--- config.mk ---
export PLATFORM = sky130hd
export DESIGN_NAME = rtcClock
export DESIGN_NICKNAME = d
export VERILOG_FILES = /design/src/verilog/rtcPkg.sv /design/src/verilog/regMapPkg.sv /design/src/verilog/timeCell.sv /design/src/verilog/timeSnapshot.sv /design/src/verilog/mainControl.sv /design/src/verilog/accessEngine.sv /design/src/verilog/apbRegs.sv /design/src/verilog/rtcClock.sv
export SDC_FILE = /design/constraint.sdc
export NUM_CORES = 1
export LEC_CHECK = 0
export BUFFER_PORTS_ARGS = -buffer_cell sky130_fd_sc_hd__buf_2
export CORE_MARGIN = 8
export CORE_UTILIZATION = 30
export CTS_CLUSTER_SIZE = 30
export DETAILED_ROUTE_END_ITERATION = 7
export GPL_ROUTABILITY_DRIVEN = 1
export SLEW_MARGIN = 20
export SYNTH_ARGS = -nofsm -noshare
export SYNTH_HDL_FRONTEND = slang
export SYNTH_SLANG_ARGS = --single-unit
--- constraint.sdc ---
create_clock -name CLK -period 4.9 [get_ports CLK]
set_input_delay 0.245 -clock CLK [delete_from_list [all_inputs] [get_ports CLK]]
set_output_delay 0.245 -clock CLK [all_outputs]
set_load 0.05 [all_outputs]
--- src/verilog/rtcPkg.sv ---
`default_nettype none

package rtcPkg;

	// ************************************************************************
	// time fields, packed BCD, seconds in the low byte
	// ************************************************************************
	localparam int NUM_CELLS = 3;
	localparam int FIELD_WIDTH = 8;
	localparam int TIME_WIDTH = NUM_CELLS * FIELD_WIDTH;

	// seconds, minutes, hours
	localparam int CELL_MODULUS [NUM_CELLS] = '{60, 60, 24};

	localparam int CELL_INDEX_WIDTH = $clog2(NUM_CELLS);

	// ************************************************************************
	// timing
	// ************************************************************************
	localparam int TICK_DIVIDER = 64;      // clocks per second tick
	localparam int TICK_COUNT_WIDTH = $clog2(TICK_DIVIDER);

	localparam int INIT_CYCLES = 8;        // power-up settling
	localparam int INIT_COUNT_WIDTH = $clog2(INIT_CYCLES + 1);

endpackage

`default_nettype wire

--- src/verilog/regMapPkg.sv ---
`default_nettype none

package regMapPkg;

	localparam int ADDR_WIDTH = 5;
	localparam int DATA_WIDTH = 32;

	// byte addresses
	localparam logic [ADDR_WIDTH-1:0] ADDR_CONTROL = 5'h00;
	localparam logic [ADDR_WIDTH-1:0] ADDR_SET_TIME = 5'h04;
	localparam logic [ADDR_WIDTH-1:0] ADDR_ALARM = 5'h08;
	localparam logic [ADDR_WIDTH-1:0] ADDR_TIME = 5'h0C;    // read only
	localparam logic [ADDR_WIDTH-1:0] ADDR_STATUS = 5'h10;

	// control bits
	localparam int BIT_COMMIT = 0;

	// status bits
	localparam int BIT_ALARM = 0;          // sticky, write 1 clears
	localparam int BIT_SET_PENDING = 1;

endpackage

`default_nettype wire

--- src/verilog/timeCell.sv ---
`timescale 1ns/1ps
`default_nettype none

module timeCell
	import rtcPkg::*;
#(
	parameter int MODULUS = 60
)
(
	input wire CLK,
	input wire reset,
	input wire clear,
	input wire load,
	input wire carryIn,
	input wire [FIELD_WIDTH-1:0] loadValue,
	output logic [FIELD_WIDTH-1:0] value,
	output logic carryOut
);

	// top count in BCD, e.g. 8'h59
	localparam logic [FIELD_WIDTH-1:0] LAST_BCD =
		FIELD_WIDTH'(((MODULUS - 1) / 10) * 16 + (MODULUS - 1) % 10);

	logic [3:0] ones;
	logic [3:0] tens;
	logic atLast;
	logic loadLegal;

	assign ones = value[3:0];
	assign tens = value[7:4];
	assign atLast = value == LAST_BCD;
	assign carryOut = carryIn && atLast;
	assign loadLegal = (loadValue[3:0] <= 4'd9) && (loadValue <= LAST_BCD);

	always_ff @(posedge CLK)
	begin
		if (reset || clear)
			value <= '0;
		else if (load)
			value <= loadLegal ? loadValue : '0;    // bad BCD loads as zero
		else if (carryIn)
		begin
			if (atLast)
				value <= '0;
			else if (ones == 4'd9)
				value <= {tens + 4'd1, 4'd0};
			else
				value <= {tens, ones + 4'd1};
		end
	end

	assert property (@(posedge CLK) disable iff (reset)
		(ones <= 4'd9) && (value <= LAST_BCD));

endmodule

`default_nettype wire

--- src/verilog/timeSnapshot.sv ---
`timescale 1ns/1ps
`default_nettype none

module timeSnapshot
	import rtcPkg::*;
(
	input wire CLK,
	input wire reset,
	input wire capture,
	input wire [TIME_WIDTH-1:0] cellTime,
	input wire [TIME_WIDTH-1:0] alarmTime,
	input wire alarmClear,
	output logic [TIME_WIDTH-1:0] snapshotTime,
	output logic alarmHit
);

	logic hitNow;

	// only a fresh time can match, so a held value fires once
	assign hitNow = capture && (cellTime != snapshotTime) && (cellTime == alarmTime);

	always_ff @(posedge CLK)
	begin
		if (reset)
		begin
			snapshotTime <= '0;
			alarmHit <= 1'b0;
		end
		else
		begin
			if (capture)
				snapshotTime <= cellTime;
			if (hitNow)
				alarmHit <= 1'b1;
			else if (alarmClear)
				alarmHit <= 1'b0;
		end
	end

endmodule

`default_nettype wire

--- src/verilog/mainControl.sv ---
`timescale 1ns/1ps
`default_nettype none

module mainControl
(
	input wire CLK,
	input wire reset,
	input wire finInit,
	input wire finClear,
	input wire finRead,
	input wire userRequest,
	input wire activeReady,
	output logic startInit,
	output logic clearCells,
	output logic readLoop,
	output logic loadCells,
	output logic timerActive,
	output logic userDone
);

	typedef enum logic [2:0]
	{
		sInit,
		sClear,
		sReadLoop,
		sStable,
		sRequest,
		sUser,
		sTimer
	} stateType;

	stateType state;
	stateType nextState;

	always_ff @(posedge CLK)
	begin
		if (reset)
			state <= sInit;
		else
			state <= nextState;
	end

	always_comb
	begin
		nextState = state;
		case (state)
			sInit:
				if (finInit)
					nextState = sClear;
			sClear:
				if (finClear)
					nextState = sReadLoop;
			sReadLoop:
				if (finRead)
					nextState = sStable;
			sStable:
				if (activeReady)
					nextState = sRequest;
			sRequest:
				nextState = userRequest ? sUser : sTimer;
			sUser:
				if (finClear)
					nextState = sTimer;    // pending tick still served
			sTimer:
				if (finClear)
					nextState = sReadLoop;
			default:
				nextState = sInit;
		endcase
	end

	// levels straight from the state
	assign startInit = state == sInit;
	assign clearCells = state == sClear;
	assign readLoop = state == sReadLoop;
	assign loadCells = state == sUser;
	assign timerActive = state == sTimer;
	assign userDone = loadCells && finClear;

	assert property (@(posedge CLK) disable iff (reset)
		$onehot0({startInit, clearCells, readLoop, loadCells, timerActive}));

endmodule

`default_nettype wire

--- src/verilog/accessEngine.sv ---
`timescale 1ns/1ps
`default_nettype none

module accessEngine
	import rtcPkg::*;
(
	input wire CLK,
	input wire reset,
	input wire startInit,
	input wire clearCells,
	input wire readLoop,
	input wire loadCells,
	input wire timerActive,
	input wire userRequest,
	output logic finInit,
	output logic finClear,
	output logic finRead,
	output logic activeReady,
	output logic capture,
	output logic [NUM_CELLS-1:0] cellClear,
	output logic [NUM_CELLS-1:0] cellLoad,
	output logic advance
);

	logic [TICK_COUNT_WIDTH-1:0] tickCount;
	logic tickWrap;
	logic tickPending;
	logic [INIT_COUNT_WIDTH-1:0] initCount;
	logic [CELL_INDEX_WIDTH-1:0] cellIndex;
	logic sweep;
	logic lastCell;
	logic readPhase;

	// ************************************************************************
	// second prescaler, free running
	// ************************************************************************
	assign tickWrap = tickCount == TICK_COUNT_WIDTH'(TICK_DIVIDER - 1);

	always_ff @(posedge CLK)
	begin
		if (reset)
		begin
			tickCount <= '0;
			tickPending <= 1'b0;
		end
		else
		begin
			tickCount <= tickWrap ? '0 : tickCount + 1'b1;
			if (tickWrap)
				tickPending <= 1'b1;
			else if (advance)
				tickPending <= 1'b0;   // step taken
		end
	end

	assign advance = timerActive && tickPending;
	assign activeReady = tickPending || userRequest;

	// ************************************************************************
	// settle, sweep and read counters
	// ************************************************************************
	assign finInit = startInit && initCount == INIT_COUNT_WIDTH'(INIT_CYCLES);
	assign sweep = clearCells || loadCells;
	assign lastCell = cellIndex == CELL_INDEX_WIDTH'(NUM_CELLS - 1);

	always_ff @(posedge CLK)
	begin
		if (reset)
		begin
			initCount <= '0;
			cellIndex <= '0;
			readPhase <= 1'b0;
		end
		else
		begin
			initCount <= (startInit && !finInit) ? initCount + 1'b1 : '0;
			cellIndex <= (sweep && !lastCell) ? cellIndex + 1'b1 : '0;
			readPhase <= capture;
		end
	end

	// one cell per cycle from cell 0
	always_comb
	begin
		cellClear = '0;
		cellLoad = '0;
		cellClear[cellIndex] = clearCells;
		cellLoad[cellIndex] = loadCells;
	end

	assign finClear = (sweep && lastCell) || timerActive;
	assign capture = readLoop && !readPhase;
	assign finRead = readLoop && readPhase;

	assert property (@(posedge CLK) disable iff (reset) finRead |-> $past(capture));

endmodule

`default_nettype wire

--- src/verilog/apbRegs.sv ---
`timescale 1ns/1ps
`default_nettype none

module apbRegs
	import rtcPkg::*, regMapPkg::*;
(
	input wire CLK,
	input wire reset,
	input wire psel,
	input wire penable,
	input wire pwrite,
	input wire [ADDR_WIDTH-1:0] paddr,
	input wire [DATA_WIDTH-1:0] pwdata,
	output logic [DATA_WIDTH-1:0] prdata,
	output logic pslverr,
	input wire userDone,
	input wire [TIME_WIDTH-1:0] snapshotTime,
	input wire alarmHit,
	output logic userRequest,
	output logic [TIME_WIDTH-1:0] setTime,
	output logic [TIME_WIDTH-1:0] alarmTime,
	output logic alarmClear
);

	logic access;
	logic mapped;
	logic writeAccess;
	logic [DATA_WIDTH-1:0] statusWord;

	// ************************************************************************
	// decode, access phase only
	// ************************************************************************
	assign access = psel && penable;
	assign mapped = paddr inside {ADDR_CONTROL, ADDR_SET_TIME, ADDR_ALARM, ADDR_TIME,
		ADDR_STATUS};
	assign pslverr = access && (!mapped || (pwrite && paddr == ADDR_TIME));
	assign writeAccess = access && pwrite && !pslverr;
	assign alarmClear = writeAccess && paddr == ADDR_STATUS && pwdata[BIT_ALARM];

	always_comb
	begin
		statusWord = '0;
		statusWord[BIT_ALARM] = alarmHit;
		statusWord[BIT_SET_PENDING] = userRequest;
	end

	always_comb
	begin
		case (paddr)
			ADDR_SET_TIME:
				prdata = DATA_WIDTH'(setTime);
			ADDR_ALARM:
				prdata = DATA_WIDTH'(alarmTime);
			ADDR_TIME:
				prdata = DATA_WIDTH'(snapshotTime);
			ADDR_STATUS:
				prdata = statusWord;
			default:
				prdata = '0;    // control reads zero
		endcase
	end

	// ************************************************************************
	// registers
	// ************************************************************************
	always_ff @(posedge CLK)
	begin
		if (reset)
		begin
			userRequest <= 1'b0;
			setTime <= '0;
			alarmTime <= '1;    // never matches valid BCD
		end
		else
		begin
			if (userDone)
				userRequest <= 1'b0;
			if (writeAccess)
			begin
				case (paddr)
					ADDR_CONTROL:
						if (pwdata[BIT_COMMIT])
							userRequest <= 1'b1;    // wins over userDone
					ADDR_SET_TIME:
						setTime <= pwdata[TIME_WIDTH-1:0];
					ADDR_ALARM:
						alarmTime <= pwdata[TIME_WIDTH-1:0];
					default:
						;
				endcase
			end
		end
	end

	assert property (@(posedge CLK) disable iff (reset) penable |-> psel);

	// controller only finishes a load that was asked for
	assert property (@(posedge CLK) disable iff (reset) userDone |-> userRequest);

endmodule

`default_nettype wire

--- src/verilog/rtcClock.sv ---
`timescale 1ns/1ps
`default_nettype none

module rtcClock
	import rtcPkg::*, regMapPkg::*;
(
	input wire CLK,
	input wire reset,
	input wire psel,
	input wire penable,
	input wire pwrite,
	input wire [ADDR_WIDTH-1:0] paddr,
	input wire [DATA_WIDTH-1:0] pwdata,
	output logic [DATA_WIDTH-1:0] prdata,
	output logic pslverr
);

	logic startInit;
	logic clearCells;
	logic readLoop;
	logic loadCells;
	logic timerActive;
	logic userDone;
	logic finInit;
	logic finClear;
	logic finRead;
	logic activeReady;
	logic capture;
	logic advance;
	logic userRequest;
	logic alarmClear;
	logic alarmHit;
	logic [NUM_CELLS-1:0] cellClear;
	logic [NUM_CELLS-1:0] cellLoad;
	logic [NUM_CELLS:0] carry;    // top bit is the day wrap
	logic [TIME_WIDTH-1:0] cellTime;
	logic [TIME_WIDTH-1:0] setTime;
	logic [TIME_WIDTH-1:0] alarmTime;
	logic [TIME_WIDTH-1:0] snapshotTime;

	mainControl mainControl_inst (.*);

	accessEngine accessEngine_inst (.*);

	assign carry[0] = advance;

	// seconds, minutes, hours
	for (genvar i = 0; i < NUM_CELLS; i++)
	begin : gCell
		timeCell #(.MODULUS(CELL_MODULUS[i])) timeCell_inst
		(
			.CLK(CLK),
			.reset(reset),
			.clear(cellClear[i]),
			.load(cellLoad[i]),
			.carryIn(carry[i]),
			.loadValue(setTime[i*FIELD_WIDTH +: FIELD_WIDTH]),
			.value(cellTime[i*FIELD_WIDTH +: FIELD_WIDTH]),
			.carryOut(carry[i+1])
		);
	end

	timeSnapshot timeSnapshot_inst (.*);

	apbRegs apbRegs_inst (.*);

endmodule

`default_nettype wire

==> results.toml, run 1 <==
[global_route]
grt_pass1_vias = 5254
antenna_found_initial = 1
grt_usage_pct = 14.12
gr-total-overflow = 0
grt_max_degree = 69
grt_pass1_wl_um = 29220

[synthesis]
synthTopCellsByArea = "dfxtp_1 36%, nor2_1 6.1%, a21oi_1 5.4%, xor2_1 4.8%, mux2_2 4.2%"
async_flop_share_pct = 0
ys_seq_elements = 115
yosysMostFrequentCell = "dfxtp_1"
netlist.top_cell.by_area = "dfxtp_1"
avgSynthCellArea_um2 = 8.291
syn_inst = 773
synth_top_area_share_pct = 35.92
synth-edff-count = 0
synth-simple-area-share_pct = 22.39
ys_seq_area_share_pct = 35.92
synthTopCellsByCount = "115 x dfxtp_1, 105 x nor2_1, 69 x a21oi_1, 69 x nand2_1, 38 x clkbuf_1"
synthMuxAreaShare_pct = 8.278
synth.distinct_cells = 66
synth_top_family_by_area = "simple AND/OR/NAND/NOR gates"
synth_compound_area_share_pct = 16.19
synth_fa_ha_area_share_pct = 2.733
syn_area_um2 = 6409
synth-main-ff-cell = "dfxtp_1"
synth_xor_area_share_pct = 8.337
yosysWarnings = 0

[pwr]
leakage_nw = 2.996
power_mw = 2.383
ir_drop_v = 0.0002464
power.density_nw_per_um2 = 323.3

[finish]
num_antenna_cells = 0
regArea_um2 = 2302
fillCellCount = 2182
final_nets = 848
multi_input_area_um2 = 3755
layout-drive-gt1-share_pct = 17.39
syn_to_final_growth_pct = 15.01

[clock_network]
worstSkewPairLatency_ps = 420
cts_buffer_depth = 2
post_cts_buffers = 0
cts.clk_slew.worst_paths_ps = 50
root_buffer = "clkbuf_16"
cts_tree = "done"
cts_buffers = 17
post_cts_resized = 0
cts_hold_buffers = 0
h-tree-depth = 4
cts_sinks = 115

[sta]
slew_headroom_pct = 34.75
slew_viol_final = 0
clock_skew_ps = 5.581
final-hold-violation-count = 0
rsz0062_at_grt = "no"
period_needed_ps = 2545
fin_crit_sh_pct = 51.93
setup_viol = 0
fmax_mhz = 393.0
tightest_slew_ps = 977.6
finalSetupTns_ps = 0

[floorplanning]
die_h_um = 162.2
num_rows = 53
pin_count = 75
coreArea_um2 = 21020
initial_utilization_pct = 30.49
die_area_um2 = 26290
die_w_um = 162.2

[placed_design]
dp_hpwl_um = 12520
io_buffers = 58
place_congestion = 0.8233

[min_path]
hold_path_class = "in2reg"

[outcome]
status = "finished clean"

[route]
drtAntennaViolNets = 0
drt_iter0_drc = 400
wl_um = 18090
via_count = 5484
firstDrtPassIters = 5
drc_errors = 0
wl_per_cell_um = 16.75
via_per_inst = 5.078

[critical_path]
start_kind = "flip-flop"
cp-end-kind = "flip-flop"
worstPathRequired_ps = 5250
cp_data_arrival_time_ps = 2890
path_max_fanout = 23
worstSetupPathType = "reg2reg"

[flow_run]
cap_violations = 0
==> placed cells by master, fill, tap and decap left out, types with 4 or more instances in the layout <==
| cell | count |
|---|---|
| mux2i_1 | 26 |
| ha_1 | 14 |
| xnor2_1 | 26 |
| nor2_1 | 105 |
| a22oi_1 | 25 |
| nand4_1 | 11 |
| nand3_1 | 13 |
| nor4_1 | 8 |
| a32oi_1 | 4 |
| nor3_1 | 32 |
| dfxtp_1 | 115 |
| clkbuf_8 | 5 |
| xor2_1 | 35 |
| o21ai_0 | 13 |
| nor2b_1 | 4 |
| clkbuf_16 | 17 |
| mux2_2 | 24 |
| buf_4 | 6 |
| a21oi_1 | 69 |
| nand4b_1 | 5 |
| and3_1 | 4 |
| a211oi_1 | 9 |
| o21a_1 | 4 |
| nand2_1 | 69 |
| nor4b_1 | 5 |
| conb_1 | 8 |
| clkinv_2 | 5 |
| buf_2 | 57 |
| inv_1 | 17 |
| nand3b_1 | 5 |
==> routing by layer <==
| layer | vias up | GRT usage [%] | wire [µm] |
|---|---|---|---|
| li1 | 2748 | - | - |
| met1 | 2581 | 18.93 | 9053 |
| met2 | 132 | 21.22 | 7751 |
| met3 | 21 | 4.277 | 1059 |
| met4 | 2 | 4.419 | 210 |
| met5 | - | 0 | 12 |
==> per-stage QoR <==
stage	worst slack [ps]	hold slack, ps	util, %	cell area [µm²]	instances
floorplan	2806	314.1	-	6435	780
global placement	2094	431.7	32.32	6794	1048
detailed placement	2081	444.6	32.32	6794	1048
CTS	2386	56.64	35.06	7370	1080
global route	2186	72.32	35.06	7371	1080
finish	2355	70.47	35.06	7371	1080
==> flip-flops by register name, summed over array words and instances, names as in the netlist <==
register                        cells
apbRegs_inst.userRequest            1
accessEngine_inst.tickCount         6
accessEngine_inst.initCount         4
apbRegs_inst.setTime               24
accessEngine_inst.readPhase         1
apbRegs_inst.alarmTime             24
gCell.timeCell_inst.value          24
accessEngine_inst.tickPending       1
timeSnapshot_inst.snapshotTime     24
mainControl_inst.state              3
timeSnapshot_inst.alarmHit          1
accessEngine_inst.cellIndex         2
==> final cells by class <==
cell class | count | area share (%)
clock inverter | 9 | 1.052
inverter | 17 | 0.8657
clock buffer | 23 | 6.756
tap | 275 | 4.668
sequential | 115 | 31.23
timing repair buffer | 63 | 4.481
multi-input combinational | 578 | 50.94
==> final timing paths <==
check	to	depth (start not counted)	slack, ps	from
setup / recovery	gCell[1].timeCell_inst.value[6]	5	2360	mainControl_inst.state[0]
hold / removal	apbRegs_inst.setTime[15]	3	70	pwdata[15]
setup reg to reg	gCell[1].timeCell_inst.value[6]	5	2360	mainControl_inst.state[0]
hold reg to reg	accessEngine_inst.tickCount[0]	1	450	accessEngine_inst.tickCount[0]
==> kinds of logic after synthesis <==
logic type,Yosys count
flip-flops,115
other,1
AO/OA/AOI/OAI,157
multiplexers,50
adder cells (fa/ha/maj),14
buffers and inverters,87
XOR/XNOR,61
AND/OR/NAND/NOR,288
==> power by group <==
group | internal, mW | switching, mW | leakage [nW]
clock | 0.758 | 0.436 | 0.281
combinational | 0.0700 | 0.131 | 1.79
sequential | 0.953 | 0.0349 | 0.928
==> critical path, stage by stage, from the launching register on <==
cell,delay [ps]
dfxtp_1,820
nand4b_2,480
a2111oi_2,730
and2_1,210
o21ai_0,90
a21oi_1,140
Power figures use the tool's default switching activity.
==> run 2: changes to the inputs <==
==> constraint.sdc (replaced) <==
create_clock -name CLK -period 2.6 [get_ports CLK]
set_input_delay 0.13 -clock CLK [delete_from_list [all_inputs] [get_ports CLK]]
set_output_delay 0.13 -clock CLK [all_outputs]
set_load 0.05 [all_outputs]
==> results.toml, run 2 (synthesized netlist as in run 1, its figures left out) <==
[placed_design]
dp_hpwl_um = 13020
place_area_um2 = 6877
dpl_worst_slack_ps = 447.6
io_buffers = 58
place_congestion = 0.8326

[finish]
num_antenna_cells = 0
final_cell_area_um2 = 7770
mostFrequentLayoutCells = "115 x dfxtp_1, 105 x nor2_1, 69 x a21oi_1, 69 x nand2_1, 57 x buf_2"
final_common_cell = "dfxtp_1"
syn_to_final_growth_pct = 21.24
layout-drive-gt1-share_pct = 17.62
final_nets = 883
fillCellCount = 2145

[pwr]
leakage_nw = 3.181
power.density_nw_per_um2 = 631.7
ir_drop_v = 0.0003947

[sta]
slew_headroom_pct = 56.93
slew_viol_final = 0
tightest_slew_ps = 643.3
layout_setup_ws_ps = 414.6
rsz0062_at_grt = "no"
final-hold-violation-count = 0
clock_skew_ps = 10.57
finalSetupTns_ps = 0
setup_viol = 0
fin_crit_sh_pct = 84.05
fmax_mhz = 457.6
period_needed_ps = 2185

[critical_path]
cp-end-kind = "flip-flop"
rr_worst_depth = 5
cp_data_arrival_time_ps = 2530
worstSetupPathType = "reg2reg"
crit_slowest_cell = "dfxtp_1"
path_max_fanout = 16
worst-path-stages = 5
worstPathRequired_ps = 2940
crit_chain = "and4b_1 > and3b_1 > nand3_1 > or3_1 > a31oi_1"
reg2reg_slack_ps = 410
start_kind = "flip-flop"
path_buf_inv = 0
slowest_delay_ps = 680
cp_top_family = "simple AND/OR/NAND/NOR gates"

[global_route]
grt_pass1_vias = 5351
grt_pass1_wl_um = 29780
grt_usage_pct = 14.30
gr-total-overflow = 0
grt_max_degree = 49
antenna_found_initial = 0

[clock_network]
cts_sinks = 115
worstSkewPairLatency_ps = 420
post_cts_buffers = 0
cts_buffer_depth = 2
cts.clk_slew.worst_paths_ps = 60
root_buffer = "clkbuf_16"
cts_tree = "done"
h-tree-depth = 4
cts_buffers = 17

[floorplanning]
coreArea_um2 = 21020
die_h_um = 162.2
num_rows = 53
pin_count = 75
die_w_um = 162.2
die_area_um2 = 26290
initial_utilization_pct = 30.49

[route]
wl_per_cell_um = 16.46
via_per_inst = 5.054
via_count = 5635
firstDrtPassIters = 5
drtAntennaViolNets = 0
wl_um = 18350
drc_errors = 0
drt_iter0_drc = 421

[min_path]
min_path_cells = 4
hold_path_class = "in2reg"

[flow_run]
cap_violations = 0

[outcome]
status = "finished clean"
run 2: changes by cell type in the layout (fill, tap and decap cells not counted), moves of 2 or more:
| cell | previous run | this run |
|---|---|---|
| dlygate4sd3_1 | 0 | 24 |
| buf_4 | 6 | 17 |
| bufinv_16 | 1 | 5 |
| clkinv_2 | 5 | 2 |
| clkbuf_1 | 1 | 3 |
| clkbuf_8 | 5 | 3 |
run 2: what timing repair did:
action                                  in CTS  in global routing
gates resized for setup                      0                  0
endpoints found under the hold margin       47                  0
endpoints found under the setup margin       0                  0
hold buffers                                24                  0
run 2: layer usage:
| metal | global-route usage (%) | share of wire [%] |
|---|---|---|
| met5 | 0 | 0 |
| met4 | 4.545 | 1.7 |
| met3 | 4.100 | 6.0 |
| met2 | 20.75 | 43 |
| met1 | 19.90 | 50 |
run 2: layout make-up:
class / instances / area, µm² / area share, %
flip-flops and latches: 115 / 2302 / 29.63
well taps: 275 / 344.1 / 4.428
repair buffers: 98 / 653.1 / 8.406
multi-input cells: 578 / 3754 / 48.31
inverters: 17 / 63.81 / 0.8213
clock buffers: 23 / 478.0 / 6.151
clock inverters: 9 / 175.2 / 2.254
run 2: path summary, 6_finish.rpt:
| path | from | to |
|---|---|---|
| max | mainControl_inst.state[2] | gCell[1].timeCell_inst.value[3] |
| min | paddr[0] | apbRegs_inst.userRequest |
| max reg2reg | mainControl_inst.state[2] | gCell[1].timeCell_inst.value[3] |
| min reg2reg | accessEngine_inst.tickCount[0] | accessEngine_inst.tickCount[0] |
run 2: worst reg2reg max path: cells and delay by family, from the launching register on:
family          cells  cell delay [ps]
compound gates      1              150
flops               1              680
simple gates        4             1280
run 2: where the power goes:
group / total [mW] / internal, mW / switching (mW)
registers: 1.84 / 1.80 / 0.0483
logic: 0.445 / 0.168 / 0.278
clock network: 2.62 / 1.77 / 0.847
run 2: through the flow:
step | power (mW) | cells | hold WS [ps] | utilization [%]
2_1_floorplan | 2.185 | 780 | 199.1 | -
3_3_place_gp | 2.290 | 1059 | 376.5 | 32.71
3_5_place_dp | 2.296 | 1059 | 385.7 | 32.71
4_1_cts | 4.942 | 1115 | 91.95 | 36.96
5_1_grt | 5.096 | 1115 | 140.2 | 36.96
6_report | 4.908 | 1115 | 107.1 | 36.96
==> run 3: changes to the inputs <==
--- a/config.mk
+++ b/config.mk
@@ -5,6 +5,7 @@
 export SDC_FILE = /design/constraint.sdc
 export NUM_CORES = 1
 export LEC_CHECK = 0
+export ABC_AREA = 1
 export BUFFER_PORTS_ARGS = -buffer_cell sky130_fd_sc_hd__buf_2
 export CORE_MARGIN = 8
 export CORE_UTILIZATION = 30
==> constraint.sdc (replaced) <==
create_clock -name CLK -period 1.93 [get_ports CLK]
set_input_delay 0.0965 -clock CLK [delete_from_list [all_inputs] [get_ports CLK]]
set_output_delay 0.0965 -clock CLK [all_outputs]
set_load 0.05 [all_outputs]
==> results.toml, run 3 <==
[outcome]
status = "finished clean"

[sta]
final-hold-violation-count = 0
fin_crit_sh_pct = 87.77
setup_viol = 0
finalSetupTns_ps = 0
slew_headroom_pct = 63.53
rsz0062_at_grt = "no"
slew_viol_final = 0
clock_skew_ps = 9.469
period_needed_ps = 1694
tightest_slew_ps = 546.3
fmax_mhz = 590.3

[finish]
final_nets = 1071
mostFrequentLayoutCells = "221 x nand2_1, 130 x nor2_1, 115 x dfxtp_1, 94 x inv_1, 93 x o21ai_0"
final_cell_area_um2 = 7806
num_antenna_cells = 0
syn_to_final_growth_pct = 23.86
final_common_cell = "nand2_1"
layout-drive-gt1-share_pct = 14.40

[clock_network]
h-tree-depth = 4
cts.clk_slew.worst_paths_ps = 60
cts_sinks = 115
cts_hold_buffers = 25
cts_buffer_depth = 2
cts_tree = "done"
worstSkewPairLatency_ps = 420
post_cts_buffers = 0
post_cts_resized = 0
cts_buffers = 17
root_buffer = "clkbuf_16"

[route]
drtAntennaViolNets = 0
wl_um = 19160
via_per_inst = 4.748
wl_per_cell_um = 14.70
drt_iter0_drc = 434
drc_errors = 0
via_count = 6186
firstDrtPassIters = 5

[floorplanning]
die_w_um = 160.9
die_h_um = 160.9
initial_utilization_pct = 30.27
coreArea_um2 = 20820
pin_count = 75
num_rows = 53
die_area_um2 = 25900

[synthesis]
synth_top_area_share_pct = 36.53
synth.distinct_cells = 41
avgSynthCellArea_um2 = 6.813
synthTopCellsByArea = "dfxtp_1 37%, nand2_1 13%, nor2_1 7.7%, o21ai_0 7.4%, inv_1 5.6%"
ys_seq_elements = 115
synthTopCellsByCount = "221 x nand2_1, 130 x nor2_1, 115 x dfxtp_1"
netlist.top_cell.by_area = "dfxtp_1"
syn_area_um2 = 6302
ys_seq_area_share_pct = 36.53
synth-edff-count = 0
synth-main-ff-cell = "dfxtp_1"
async_flop_share_pct = 0
yosysWarnings = 0
syn_inst = 925
yosysMostFrequentCell = "nand2_1"

[critical_path]
path_buf_inv = 4
crit_slowest_cell = "inv_1"
slowest_delay_ps = 340
worstSetupPathType = "in2out"
crit_chain = "buf_2 > inv_1 > nor2_1 > nand3_1 > inv_1 > nand2_1 > o211ai_1 > buf_2"
worst-path-stages = 8
path_max_fanout = 8
worstPathRequired_ps = 1830
cp_data_arrival_time_ps = 1600
cp-end-kind = "output pin"
cp_top_family = "buffers and inverters"
start_kind = "input pin"
rr_worst_depth = 7

[pwr]
power.density_nw_per_um2 = 796.9
pwr-share-comb_pct = 4.8
p_int_mw = 4.863
leakage_nw = 3.636
ir_drop_v = 0.0006134
switchingPower_mw = 1.358
clkPwrFrac_pct = 56.6
sw_frac_of_total_pct = 21.83
sequentialPowerShare_pct = 38.6

[placed_design]
place_congestion = 0.8199
place_area_um2 = 6898
io_buffers = 58
dp_hpwl_um = 14000

[global_route]
grt_max_degree = 36
grt_pass1_wl_um = 30730
antenna_found_initial = 0
grt_pass1_vias = 5929
gr-total-overflow = 0
grt_usage_pct = 14.85

[min_path]
min_path_cells = 2
hold_path_class = "in2reg"

[flow_run]
cap_violations = 0
[run 3: cell count changes in the layout (fill, tap and decap cells not counted), sizes merged, moves of 24 or more]
cell	delta
nand2	+163
inv	+86
o21ai	+79
nor2	+31
mux2i	-26
a22oi	-24
mux2	-24
nor3	-24
[run 3: power groups by stage]
stage               combinational, mW  clock [mW]  sequential, mW
floorplan                       0.169           0            2.45
global placement                0.258           0            2.45
detailed placement              0.258           0            2.45
CTS                             0.299        3.56            2.40
global route                    0.321        3.68            2.40
finish                          0.300        3.52            2.40
[run 3: final timing paths]
| check | start | endpoint | slack, ps |
|---|---|---|---|
| worst min register to register | accessEngine_inst.tickCount[0] | accessEngine_inst.tickCount[0] | 460 |
| worst min-delay path | reset | accessEngine_inst.readPhase | 40 |
| worst max-delay path | paddr[3] | prdata[16] | 240 |
| worst max register to register | mainControl_inst.state[2] | gCell[2].timeCell_inst.value[0] | 280 |
[run 3: metrics by stage]
step / setup WS, ps / util, % / std cells / hold WS (ps) / total power [mW]
after floorplan: 39.08 / - / 932 / 222.8 / 2.616
after global placement: 244.4 / 33.13 / 1246 / 331.2 / 2.707
after detailed placement: 193.1 / 33.13 / 1246 / 333.8 / 2.708
after CTS: 250.5 / 37.49 / 1303 / 29.15 / 6.255
after global routing: 145.5 / 37.49 / 1303 / 52.37 / 6.397
final: 236.1 / 37.49 / 1303 / 38.36 / 6.221
[run 3: area by class of cell]
cell class / instances / area (µm²)
clock inverter: 7 / 142.6
timing repair buffer: 103 / 690.7
clock buffer: 25 / 515.5
multi-input combinational: 674 / 3418
sequential: 115 / 2302
inverter: 104 / 392.9
fill: 2228 / 13020
tap: 275 / 344.1
[run 3: cells by family (layout without fill, tap and decap cells)]
logic type | after synthesis | count (layout) | synth area share, %
flops | 115 | 115 | 36.53
fa+ha+maj | 14 | 14 | 2.779
buf+inv | 143 | 239 | 9.649
other cells | 1 | 8 | 0.05950
compound gates | 198 | 198 | 17.51
xor+xnor | 28 | 28 | 3.891
simple gates | 426 | 426 | 29.58
[run 3: routing by layer]
layer  GRT usage, %  vias up  share of wire, %
li1               -     3159                 -
met4          4.251        0               1.1
met1          19.63     2843                48
met5              0        -                 0
met2          23.74      168                45
met3          3.327       16               5.3
